===== src/source/ama_riscv_pkg.sv =====
package ama_riscv_pkg;

// register file geometry
localparam int RF_ADDR_W = 5;
localparam int RF_NUM_REGS = 1 << RF_ADDR_W;
localparam int XLEN = 32;

typedef logic [RF_ADDR_W-1:0] rf_addr_t;
typedef logic [XLEN-1:0] data_t;

localparam rf_addr_t RF_X0_ZERO = '0;

// ALU operand sources
typedef enum logic [1:0] {
    ALU_A_SEL_RS1 = 2'd0,
    ALU_A_SEL_PC  = 2'd1,
    ALU_A_SEL_FWD = 2'd2
} alu_a_sel_t;

typedef enum logic [1:0] {
    ALU_B_SEL_RS2 = 2'd0,
    ALU_B_SEL_IMM = 2'd1,
    ALU_B_SEL_FWD = 2'd2
} alu_b_sel_t;

// bit 1 picks the pair value, bit 0 picks wbk over mem
typedef enum logic [1:0] {
    FWD_MEM_RD  = 2'b00,
    FWD_WBK_RD  = 2'b01,
    FWD_MEM_RDP = 2'b10,
    FWD_WBK_RDP = 2'b11
} fwd_be_t;

typedef struct packed {
    logic to_dec;
    logic to_exe;
} hazard_be_t;

// decoded instruction as it moves down the pipe
typedef struct packed {
    logic       valid;
    rf_addr_t   rs1;
    rf_addr_t   rs2;
    rf_addr_t   rd;
    logic       rd_we;
    logic       rdp_we;
    alu_a_sel_t alu_a_sel;
    alu_b_sel_t alu_b_sel;
    logic       store;
    logic       branch;
    logic       load;
    data_t      result;
    data_t      result_p;
} inst_ctrl_t;

// register write of the instruction sitting in mem or wbk
typedef struct packed {
    rf_addr_t rd;
    logic     rd_we;
    logic     rdp_we;
    data_t    rd_data;
    data_t    rdp_data;
} stage_wr_t;

typedef struct packed {
    logic       valid;
    data_t      rs1_val;
    data_t      rs2_val;
    alu_a_sel_t alu_a_sel;
    alu_b_sel_t alu_b_sel;
} exe_opnd_t;

// empty slot pushed into the pipe on a stall
localparam inst_ctrl_t INST_BUBBLE = '0;

// pair register is the index with bit 0 flipped
function automatic rf_addr_t get_rdp(input rf_addr_t rd);
    return {rd[RF_ADDR_W-1:1], ~rd[0]};
endfunction

endpackage


===== src/source/ama_riscv_operand_forwarding.sv =====
`timescale 1ns/1ps

module ama_riscv_operand_forwarding (
    input  logic store_inst_dec,
    input  logic branch_inst_dec,
    input  logic store_inst_exe,
    input  logic branch_inst_exe,
    input  logic load_inst_mem,
    input  ama_riscv_pkg::rf_addr_t rs1_dec,
    input  ama_riscv_pkg::rf_addr_t rs2_dec,
    input  ama_riscv_pkg::rf_addr_t rs1_exe,
    input  ama_riscv_pkg::rf_addr_t rs2_exe,
    input  ama_riscv_pkg::rf_addr_t rd_mem,
    input  ama_riscv_pkg::rf_addr_t rd_wbk,
    input  logic rd_we_mem,
    input  logic rd_we_wbk,
    input  logic rdp_we_mem,
    input  logic rdp_we_wbk,
    input  ama_riscv_pkg::alu_a_sel_t alu_a_sel_dec,
    input  ama_riscv_pkg::alu_b_sel_t alu_b_sel_dec,
    input  ama_riscv_pkg::alu_a_sel_t alu_a_sel_exe,
    input  ama_riscv_pkg::alu_b_sel_t alu_b_sel_exe,
    output ama_riscv_pkg::fwd_be_t fwd_be_rs1_dec,
    output ama_riscv_pkg::fwd_be_t fwd_be_rs2_dec,
    output ama_riscv_pkg::fwd_be_t fwd_be_rs1_exe,
    output ama_riscv_pkg::fwd_be_t fwd_be_rs2_exe,
    output ama_riscv_pkg::alu_a_sel_t alu_a_sel_fwd,
    output ama_riscv_pkg::alu_b_sel_t alu_b_sel_fwd,
    output logic bc_a_sel_fwd,
    output logic bcs_b_sel_fwd,
    output logic rf_a_sel_fwd,
    output logic rf_b_sel_fwd,
    output ama_riscv_pkg::hazard_be_t hazard_be
);

// where a source register is found among the in-flight writes
typedef struct packed {
    logic in_mem_rd;
    logic in_mem_rdp;
    logic in_wbk_rd;
    logic in_wbk_rdp;
    logic in_mem;
    logic in_wbk;
    logic on_rdp;
    logic has;
} dep_t;

ama_riscv_pkg::rf_addr_t rdp_mem;
ama_riscv_pkg::rf_addr_t rdp_wbk;

assign rdp_mem = ama_riscv_pkg::get_rdp(rd_mem);
assign rdp_wbk = ama_riscv_pkg::get_rdp(rd_wbk);

function automatic dep_t find_dep(input ama_riscv_pkg::rf_addr_t rs);
    dep_t d;
    logic nz;
    nz = (rs != ama_riscv_pkg::RF_X0_ZERO);
    d.in_mem_rd  = nz && rd_we_mem && (rs == rd_mem);
    d.in_mem_rdp = nz && rdp_we_mem && (rs == rdp_mem);
    d.in_wbk_rd  = nz && rd_we_wbk && (rs == rd_wbk);
    d.in_wbk_rdp = nz && rdp_we_wbk && (rs == rdp_wbk);
    d.in_mem = d.in_mem_rd || d.in_mem_rdp;
    d.in_wbk = d.in_wbk_rd || d.in_wbk_rdp;
    // mem is the younger write, so its rd/rdp choice wins
    d.on_rdp = d.in_mem ? d.in_mem_rdp : d.in_wbk_rdp;
    d.has = d.in_mem || d.in_wbk;
    return d;
endfunction

dep_t d_rs1_dec;
dep_t d_rs2_dec;
dep_t d_rs1_exe;
dep_t d_rs2_exe;

always_comb begin
    d_rs1_dec = find_dep(rs1_dec);
    d_rs2_dec = find_dep(rs2_dec);
    d_rs1_exe = find_dep(rs1_exe);
    d_rs2_exe = find_dep(rs2_exe);
end

// low bit set means take it from wbk
assign fwd_be_rs1_dec = ama_riscv_pkg::fwd_be_t'({d_rs1_dec.on_rdp, !d_rs1_dec.in_mem});
assign fwd_be_rs2_dec = ama_riscv_pkg::fwd_be_t'({d_rs2_dec.on_rdp, !d_rs2_dec.in_mem});
assign fwd_be_rs1_exe = ama_riscv_pkg::fwd_be_t'({d_rs1_exe.on_rdp, !d_rs1_exe.in_mem});
assign fwd_be_rs2_exe = ama_riscv_pkg::fwd_be_t'({d_rs2_exe.on_rdp, !d_rs2_exe.in_mem});

// ALU only switches to forwarded data when it reads the register
assign alu_a_sel_fwd =
    (d_rs1_exe.has && (alu_a_sel_exe == ama_riscv_pkg::ALU_A_SEL_RS1)) ?
    ama_riscv_pkg::ALU_A_SEL_FWD : alu_a_sel_exe;

assign alu_b_sel_fwd =
    (d_rs2_exe.has && (alu_b_sel_exe == ama_riscv_pkg::ALU_B_SEL_RS2)) ?
    ama_riscv_pkg::ALU_B_SEL_FWD : alu_b_sel_exe;

// branch compare uses both sources, store data uses rs2
assign bc_a_sel_fwd = d_rs1_exe.has && branch_inst_exe;
assign bcs_b_sel_fwd = d_rs2_exe.has && (store_inst_exe || branch_inst_exe);

// replace the register file read in dec
assign rf_a_sel_fwd = d_rs1_dec.has &&
    ((alu_a_sel_dec == ama_riscv_pkg::ALU_A_SEL_RS1) || branch_inst_dec);

assign rf_b_sel_fwd = d_rs2_dec.has &&
    ((alu_b_sel_dec == ama_riscv_pkg::ALU_B_SEL_RS2) || branch_inst_dec ||
     store_inst_dec);

// load data is not ready until wbk
assign hazard_be.to_dec = load_inst_mem && (d_rs1_dec.in_mem || d_rs2_dec.in_mem);
assign hazard_be.to_exe = load_inst_mem && (d_rs1_exe.in_mem || d_rs2_exe.in_mem);

endmodule


===== src/source/ama_riscv_reg_file.sv =====
`timescale 1ns/1ps

module ama_riscv_reg_file (
    input  logic clk,
    input  logic rst_n,
    input  ama_riscv_pkg::rf_addr_t rs1,
    input  ama_riscv_pkg::rf_addr_t rs2,
    input  ama_riscv_pkg::stage_wr_t wr,
    output ama_riscv_pkg::data_t rs1_data,
    output ama_riscv_pkg::data_t rs2_data
);

ama_riscv_pkg::data_t regs [ama_riscv_pkg::RF_NUM_REGS];
ama_riscv_pkg::rf_addr_t wr_rdp;

assign wr_rdp = ama_riscv_pkg::get_rdp(wr.rd);

// rd and its pair never alias so both can land in one cycle
always_ff @(posedge clk or negedge rst_n) begin
    if (!rst_n) begin
        for (int i = 0; i < ama_riscv_pkg::RF_NUM_REGS; i++) begin
            regs[i] <= '0;
        end
    end else begin
        if (wr.rd_we && (wr.rd != ama_riscv_pkg::RF_X0_ZERO)) begin
            regs[wr.rd] <= wr.rd_data;
        end
        if (wr.rdp_we && (wr_rdp != ama_riscv_pkg::RF_X0_ZERO)) begin
            regs[wr_rdp] <= wr.rdp_data;
        end
    end
end

// async read returns the old value during a write
assign rs1_data = (rs1 == ama_riscv_pkg::RF_X0_ZERO) ? '0 : regs[rs1];
assign rs2_data = (rs2 == ama_riscv_pkg::RF_X0_ZERO) ? '0 : regs[rs2];

endmodule


===== src/source/ama_riscv_fwd_data_mux.sv =====
`timescale 1ns/1ps

module ama_riscv_fwd_data_mux (
    input  ama_riscv_pkg::fwd_be_t fwd_be,
    input  ama_riscv_pkg::stage_wr_t mem_wr,
    input  ama_riscv_pkg::stage_wr_t wbk_wr,
    output ama_riscv_pkg::data_t opnd
);

// match already resolved by the forwarding unit so only data is steered here
always_comb begin
    case (fwd_be)
        ama_riscv_pkg::FWD_MEM_RD: begin
            opnd = mem_wr.rd_data;
        end
        ama_riscv_pkg::FWD_WBK_RD: begin
            opnd = wbk_wr.rd_data;
        end
        ama_riscv_pkg::FWD_MEM_RDP: begin
            opnd = mem_wr.rdp_data;
        end
        ama_riscv_pkg::FWD_WBK_RDP: begin
            opnd = wbk_wr.rdp_data;
        end
        default: begin
            opnd = '0;
        end
    endcase
end

endmodule


===== src/source/ama_riscv_pipe_ctrl.sv =====
`timescale 1ns/1ps

module ama_riscv_pipe_ctrl (
    input  logic clk,
    input  logic rst_n,
    input  ama_riscv_pkg::inst_ctrl_t dec_in,
    input  ama_riscv_pkg::data_t dec_rs1_val,
    input  ama_riscv_pkg::data_t dec_rs2_val,
    input  ama_riscv_pkg::hazard_be_t hazard_be,
    output ama_riscv_pkg::inst_ctrl_t exe_inst,
    output ama_riscv_pkg::inst_ctrl_t mem_inst,
    output ama_riscv_pkg::inst_ctrl_t wbk_inst,
    output ama_riscv_pkg::data_t exe_rs1_val,
    output ama_riscv_pkg::data_t exe_rs2_val
);

ama_riscv_pkg::inst_ctrl_t dec_to_exe;
logic exe_hold;

// a load in mem with an exe dependent freezes dec and exe
assign exe_hold = hazard_be.to_exe;

// invalid slots are cleared so stale indices never match
assign dec_to_exe = (hazard_be.to_dec || !dec_in.valid) ?
    ama_riscv_pkg::INST_BUBBLE : dec_in;

always_ff @(posedge clk or negedge rst_n) begin
    if (!rst_n) begin
        exe_inst <= ama_riscv_pkg::INST_BUBBLE;
        mem_inst <= ama_riscv_pkg::INST_BUBBLE;
        wbk_inst <= ama_riscv_pkg::INST_BUBBLE;
    end else begin
        // the load always moves on, so any stall is one cycle
        wbk_inst <= mem_inst;
        if (exe_hold) begin
            mem_inst <= ama_riscv_pkg::INST_BUBBLE;
        end else begin
            mem_inst <= exe_inst;
            exe_inst <= dec_to_exe;
        end
    end
end

// operand values read in dec ride along with the exe slot
always_ff @(posedge clk) begin
    if (!exe_hold) begin
        exe_rs1_val <= dec_rs1_val;
        exe_rs2_val <= dec_rs2_val;
    end
end

endmodule


===== src/source/ama_riscv_operand_stage.sv =====
`timescale 1ns/1ps

module ama_riscv_operand_stage (
    input  logic clk,
    input  logic rst_n,
    input  ama_riscv_pkg::inst_ctrl_t dec_inst,
    output logic dec_stall,
    output ama_riscv_pkg::exe_opnd_t exe_opnd,
    output ama_riscv_pkg::stage_wr_t wbk_wr
);

ama_riscv_pkg::inst_ctrl_t exe_inst;
ama_riscv_pkg::inst_ctrl_t mem_inst;
ama_riscv_pkg::inst_ctrl_t wbk_inst;
ama_riscv_pkg::stage_wr_t mem_wr;
ama_riscv_pkg::hazard_be_t hazard_be;
ama_riscv_pkg::rf_addr_t rs1_dec;
ama_riscv_pkg::rf_addr_t rs2_dec;
ama_riscv_pkg::data_t rf_rs1_data;
ama_riscv_pkg::data_t rf_rs2_data;
ama_riscv_pkg::data_t dec_fwd_rs1;
ama_riscv_pkg::data_t dec_fwd_rs2;
ama_riscv_pkg::data_t exe_fwd_rs1;
ama_riscv_pkg::data_t exe_fwd_rs2;
ama_riscv_pkg::data_t dec_rs1_val;
ama_riscv_pkg::data_t dec_rs2_val;
ama_riscv_pkg::data_t exe_rs1_val;
ama_riscv_pkg::data_t exe_rs2_val;
ama_riscv_pkg::fwd_be_t fwd_be_rs1_dec;
ama_riscv_pkg::fwd_be_t fwd_be_rs2_dec;
ama_riscv_pkg::fwd_be_t fwd_be_rs1_exe;
ama_riscv_pkg::fwd_be_t fwd_be_rs2_exe;
ama_riscv_pkg::alu_a_sel_t alu_a_sel_fwd;
ama_riscv_pkg::alu_b_sel_t alu_b_sel_fwd;
logic bc_a_sel_fwd;
logic bcs_b_sel_fwd;
logic rf_a_sel_fwd;
logic rf_b_sel_fwd;

// a bubble in dec must not look like a dependent
assign rs1_dec = dec_inst.valid ? dec_inst.rs1 : ama_riscv_pkg::RF_X0_ZERO;
assign rs2_dec = dec_inst.valid ? dec_inst.rs2 : ama_riscv_pkg::RF_X0_ZERO;

assign dec_stall = hazard_be.to_dec || hazard_be.to_exe;

always_comb begin
    // load data only exists from wbk on
    mem_wr.rd       = mem_inst.rd;
    mem_wr.rd_we    = mem_inst.valid && mem_inst.rd_we && !mem_inst.load;
    mem_wr.rdp_we   = mem_inst.valid && mem_inst.rdp_we && !mem_inst.load;
    mem_wr.rd_data  = mem_inst.result;
    mem_wr.rdp_data = mem_inst.result_p;

    wbk_wr.rd       = wbk_inst.rd;
    wbk_wr.rd_we    = wbk_inst.valid && wbk_inst.rd_we;
    wbk_wr.rdp_we   = wbk_inst.valid && wbk_inst.rdp_we;
    wbk_wr.rd_data  = wbk_inst.result;
    wbk_wr.rdp_data = wbk_inst.result_p;
end

ama_riscv_reg_file reg_file_i (
    .clk(clk),
    .rst_n(rst_n),
    .rs1(dec_inst.rs1),
    .rs2(dec_inst.rs2),
    .wr(wbk_wr),
    .rs1_data(rf_rs1_data),
    .rs2_data(rf_rs2_data)
);

ama_riscv_operand_forwarding fwd_i (
    .store_inst_dec(dec_inst.store),
    .branch_inst_dec(dec_inst.branch),
    .store_inst_exe(exe_inst.store),
    .branch_inst_exe(exe_inst.branch),
    .load_inst_mem(mem_inst.valid && mem_inst.load),
    .rs1_dec(rs1_dec),
    .rs2_dec(rs2_dec),
    .rs1_exe(exe_inst.rs1),
    .rs2_exe(exe_inst.rs2),
    .rd_mem(mem_inst.rd),
    .rd_wbk(wbk_wr.rd),
    // a load in mem still flags its target so the hazard can catch it
    .rd_we_mem(mem_inst.valid && mem_inst.rd_we),
    .rd_we_wbk(wbk_wr.rd_we),
    .rdp_we_mem(mem_inst.valid && mem_inst.rdp_we),
    .rdp_we_wbk(wbk_wr.rdp_we),
    .alu_a_sel_dec(dec_inst.alu_a_sel),
    .alu_b_sel_dec(dec_inst.alu_b_sel),
    .alu_a_sel_exe(exe_inst.alu_a_sel),
    .alu_b_sel_exe(exe_inst.alu_b_sel),
    .fwd_be_rs1_dec(fwd_be_rs1_dec),
    .fwd_be_rs2_dec(fwd_be_rs2_dec),
    .fwd_be_rs1_exe(fwd_be_rs1_exe),
    .fwd_be_rs2_exe(fwd_be_rs2_exe),
    .alu_a_sel_fwd(alu_a_sel_fwd),
    .alu_b_sel_fwd(alu_b_sel_fwd),
    .bc_a_sel_fwd(bc_a_sel_fwd),
    .bcs_b_sel_fwd(bcs_b_sel_fwd),
    .rf_a_sel_fwd(rf_a_sel_fwd),
    .rf_b_sel_fwd(rf_b_sel_fwd),
    .hazard_be(hazard_be)
);

ama_riscv_fwd_data_mux dec_rs1_mux_i (
    .fwd_be(fwd_be_rs1_dec), .mem_wr(mem_wr), .wbk_wr(wbk_wr), .opnd(dec_fwd_rs1)
);

ama_riscv_fwd_data_mux dec_rs2_mux_i (
    .fwd_be(fwd_be_rs2_dec), .mem_wr(mem_wr), .wbk_wr(wbk_wr), .opnd(dec_fwd_rs2)
);

ama_riscv_fwd_data_mux exe_rs1_mux_i (
    .fwd_be(fwd_be_rs1_exe), .mem_wr(mem_wr), .wbk_wr(wbk_wr), .opnd(exe_fwd_rs1)
);

ama_riscv_fwd_data_mux exe_rs2_mux_i (
    .fwd_be(fwd_be_rs2_exe), .mem_wr(mem_wr), .wbk_wr(wbk_wr), .opnd(exe_fwd_rs2)
);

assign dec_rs1_val = rf_a_sel_fwd ? dec_fwd_rs1 : rf_rs1_data;
assign dec_rs2_val = rf_b_sel_fwd ? dec_fwd_rs2 : rf_rs2_data;

ama_riscv_pipe_ctrl pipe_ctrl_i (
    .clk(clk),
    .rst_n(rst_n),
    .dec_in(dec_inst),
    .dec_rs1_val(dec_rs1_val),
    .dec_rs2_val(dec_rs2_val),
    .hazard_be(hazard_be),
    .exe_inst(exe_inst),
    .mem_inst(mem_inst),
    .wbk_inst(wbk_inst),
    .exe_rs1_val(exe_rs1_val),
    .exe_rs2_val(exe_rs2_val)
);

// exe slot is not issued while it waits on a load
always_comb begin
    exe_opnd.valid = exe_inst.valid && !hazard_be.to_exe;
    exe_opnd.rs1_val =
        ((alu_a_sel_fwd == ama_riscv_pkg::ALU_A_SEL_FWD) || bc_a_sel_fwd) ?
        exe_fwd_rs1 : exe_rs1_val;
    exe_opnd.rs2_val =
        ((alu_b_sel_fwd == ama_riscv_pkg::ALU_B_SEL_FWD) || bcs_b_sel_fwd) ?
        exe_fwd_rs2 : exe_rs2_val;
    exe_opnd.alu_a_sel = alu_a_sel_fwd;
    exe_opnd.alu_b_sel = alu_b_sel_fwd;
end

endmodule


===== config.mk =====
export PLATFORM = sky130hd
export DESIGN_NAME = ama_riscv_operand_stage
export DESIGN_NICKNAME = d
export VERILOG_FILES = /design/src/source/ama_riscv_pkg.sv /design/src/source/ama_riscv_operand_forwarding.sv /design/src/source/ama_riscv_reg_file.sv /design/src/source/ama_riscv_fwd_data_mux.sv /design/src/source/ama_riscv_pipe_ctrl.sv /design/src/source/ama_riscv_operand_stage.sv
export SDC_FILE = /design/constraint.sdc
export NUM_CORES = 2
export LEC_CHECK = 0
export BUFFER_PORTS_ARGS = -buffer_cell sky130_fd_sc_hd__buf_2
export CELL_PAD_IN_SITES_DETAIL_PLACEMENT = 0
export CELL_PAD_IN_SITES_GLOBAL_PLACEMENT = 2
export CORE_ASPECT_RATIO = 1.1
export CORE_MARGIN = 8
export CORE_UTILIZATION = 35
export CTS_CLUSTER_SIZE = 40
export DETAILED_ROUTE_END_ITERATION = 8
export PLACE_DENSITY = 0.79
export SLEW_MARGIN = 20
export SYNTH_ARGS = -nofsm -noshare
export SYNTH_HDL_FRONTEND = slang
export SYNTH_SLANG_ARGS = --single-unit

===== constraint.sdc =====
create_clock -name clk -period 4.9 [get_ports clk]
set_clock_uncertainty 0.1 [all_clocks]
set_input_delay 0.49 -clock clk [delete_from_list [all_inputs] [get_ports clk]]
set_output_delay 0.49 -clock clk [all_outputs]
set_load 0.03 [all_outputs]

==> run summary <==
largest family of logic cells by synthesized area - multiplexers
# H-tree levels - 4
initial DRC count - 8481
Synth Cell Area - 0.0788 mm2
post-synthesis mux area share - 33.1%
post-CTS sizing - 0
net switching fraction of the power - 28.8%
Slowest Stage Delay on Critical Path - 770 ps
Post-synth EDFFs - 64
number of filler cells placed in the layout - 21174
net switching power - 8.35 mW
DR vias/cell - 6.23
Critical Path Fanout Max - 22
DRC Markers - 0
Final GP Congestion - 0.916
crit path launch type - flip-flop
Required @ worst endpoint - 4310 ps
Comb pwr share - 16.2%
Final setup violation count - 0
min-delay worst type - primary input to flip-flop
initial antenna violation count - 12
GRT Total Usage - 26.6%
grt ovf - 0
Non-Filler Instances - 9981
largest net degree at the start of global routing - 145
share of layout cells above drive strength 1 - 21.0%
die area - 0.240 mm2
Final Max Slew Viols - 0
Worst Path Arrival - 4010 ps
Inserted Clock Buffers - 144
Slew headroom - 21.3%
Post-Syn Nets - 7255
CP Cell Sequence - xnor2_1, nand4_1, nor4_1, nor3_1, o21ai_4, buf_16, mux2_2, buf_2
Hold Vio Cnt, Final - 0
Syn-to-layout area delta - 12.2%
Avg Cell Area, Syn - 11.0 um2
Synth Area in Simple Gates - 7.38%
# rows - 182
Detailed Routing Iterations Pass 1 - 7
TNS Setup - 0 ps
routed wire length - 331000 um
via count - 62140
first-pass GRT wire length - 468000 um
Post-Synth XOR/XNOR Area - 0.378%
Yosys warning count - 0
CP Class - flip-flop to output pin
max cap viols - 0
CTS tree - yes
Synth Area in Adders - 0%
RSZ-0062 raised after global routing - false
sequential area share after synthesis - 42.4%
Fmax achieved - 218 MHz
Detail Route Antenna Nets - 0
Worst VDD drop - 337 uV
status - finished, final reports clean
Final period util - 93.8%
Worst-Margin Slew - 1180 ps
Clk pwr share - 39.1%
Layout Nets - 7009
io pins - 232
ys async rst share - 95.2%
Worst-path clk slew - 60 ps
hpwl dp - 198000 um
vias in the first global route - 60500
Die W - 468 um
slowest CP cell - dfrtp_1
later-pin clock latency in the skew report - 820 ps
post-synthesis compound-gate area fraction - 11.4%
CTS root buf - clkbuf_16
synthesized netlist cell count - 7164
Sequential Power Share - 44.7%
Worst Path Buf+Inv - 2
DR WL/cell - 33.1 um
Leak - 39.9 nW
Die Ht - 514 um
Post-CTS Setup Repair Bufs - 0
core area - 0.224 mm2
Placed Cells - 9635
starting density of the core - 35.2%
CTS Buffer Depth - 3
CP top delay family - simple AND/OR/NAND/NOR gates
fin crit period - 4600 ps
Cell Pwr Density - 328 mW/mm2
Yosys reg bits - 1322
Int Power - 20.6 mW
clock tree sinks - 1322
PortBufs - 231
Top FF cell, synth - dfrtp_1
crit path capture type - output pin
post-synthesis cell type count - 75
## flip-flops by register name, indices dropped and copies added (netlist names)
register	cells
reg_file_i.regs	1024
pipe_ctrl_i.exe_inst	89
pipe_ctrl_i.mem_inst	73
pipe_ctrl_i.wbk_inst	72
pipe_ctrl_i.exe_rs1_val	32
pipe_ctrl_i.exe_rs2_val	32
## cells in the final DEF, fill, tap and decap left out, drive strengths merged, types with 84 or more instances in the layout
master / synthesis / final
mux4: 566 / 566
nor2: 716 / 716
mux2: 108 / 108
clkbuf: 656 / 218
o21ai: 439 / 439
buf: 300 / 484
mux2i: 1208 / 1208
a21oi: 708 / 708
a22o: 86 / 86
and2: 84 / 84
dfrtp: 1258 / 1258
nand2: 473 / 473
a22oi: 117 / 117
o22ai: 87 / 87
## cell usage after synthesis, types with 32 or more instances
library cell	instances	area (um2)
buf_2	154	771
mux4_2	566	12700
mux2_2	98	1100
nand3_1	62	310
buf_4	91	683
o21ai_0	423	2120
mux2i_1	1208	12100
clkbuf_1	655	2460
a21oi_1	708	3540
nand2_1	473	1780
o22ai_1	87	544
xnor2_1	32	280
a22oi_1	117	878
edfxtp_1	64	1920
buf_1	51	191
a22o_1	86	753
dfrtp_1	1258	31500
and2_1	83	519
nor2_1	716	2690
## worst paths after layout
kind                                                   endpoint                                from  depth (start not counted)  slack [ps]
setup / recovery                                   exe_opnd[47]  pipe_ctrl_i.wbk_inst[77]$_DFF_PN0_                          8         300
hold / removal             pipe_ctrl_i.exe_inst[82]$_DFFE_PN0N_                        dec_inst[82]                          2          80
setup reg to reg           pipe_ctrl_i.exe_inst[43]$_DFFE_PN0N_  pipe_ctrl_i.mem_inst[73]$_DFF_PN0_                          8        1270
hold reg to reg                 reg_file_i.regs[1009]$_DFF_PN0_     reg_file_i.regs[1009]$_DFF_PN0_                          0         300
max in group asynchronous    pipe_ctrl_i.wbk_inst[53]$_DFF_PN0_                               rst_n                          3        3000
min in group asynchronous        reg_file_i.regs[734]$_DFF_PN0_                               rst_n                          2         160
## power by group through the flow
| stage | sequential (mW) | clock (mW) | combinational, mW |
|---|---|---|---|
| 2_1_floorplan | 12.7 | 0 | 3.26 |
| 3_3_place_gp | 13.1 | 0 | 4.51 |
| 3_5_place_dp | 13.1 | 0 | 4.59 |
| 4_1_cts | 12.9 | 11.5 | 4.66 |
| 5_1_grt | 13.0 | 11.9 | 5.01 |
| 6_report | 13.0 | 11.3 | 4.70 |
## cell families after synthesis
kind of cell    count (synthesis)
buf+inv                       961
xor+xnor                       34
flops                        1322
simple gates                 1408
mux                          1882
compound gates               1557
## per-layer routing
layer / GRT usage, % / vias up / share of wire [%]
li1: - / 25682 / -
met1: 34.3 / 31576 / 39
met2: 41.2 / 3881 / 45
met3: 6.59 / 991 / 10
met5: 0.219 / - / 0.040
met4: 14.4 / 10 / 6.2
## cell type report
class	instances	area (um2)	area share, %
Multi-Input combinational cell	4881	41800	47.3
Tap cell	2944	3680	4.17
Clock buffer	217	4390	4.97
Clock inverter	42	397	0.449
Inverter	5	21.3	0.0241
Sequential cell	1322	33400	37.8
Timing Repair Buffer	564	4660	5.27
Antenna cell	6	15.0	0.0170
## metrics by stage
| step | instance area, um2 | power, mW | hold WS, ps | setup WS (ps) | utilization (%) |
|---|---|---|---|---|---|
| floorplan | 78800 | 16.0 | 94.4 | 868 | - |
| global placement | 82700 | 17.6 | 276 | 991 | 37.0 |
| detailed placement | 82700 | 17.7 | 283 | 885 | 37.0 |
| CTS | 88300 | 29.1 | 31.1 | 15.4 | 39.5 |
| global route | 88400 | 29.9 | 46.3 | 165 | 39.5 |
| finish | 88400 | 29.0 | 75.6 | 302 | 39.5 |
## timing repair
| item | in CTS | in global routing |
|---|---|---|
| hold buffers | 79 | 0 |
| hold endpoints to repair | 158 | 0 |
| endpoints found under the setup margin | 0 | 0 |
Note: power is estimated with default switching activity, not from simulation.
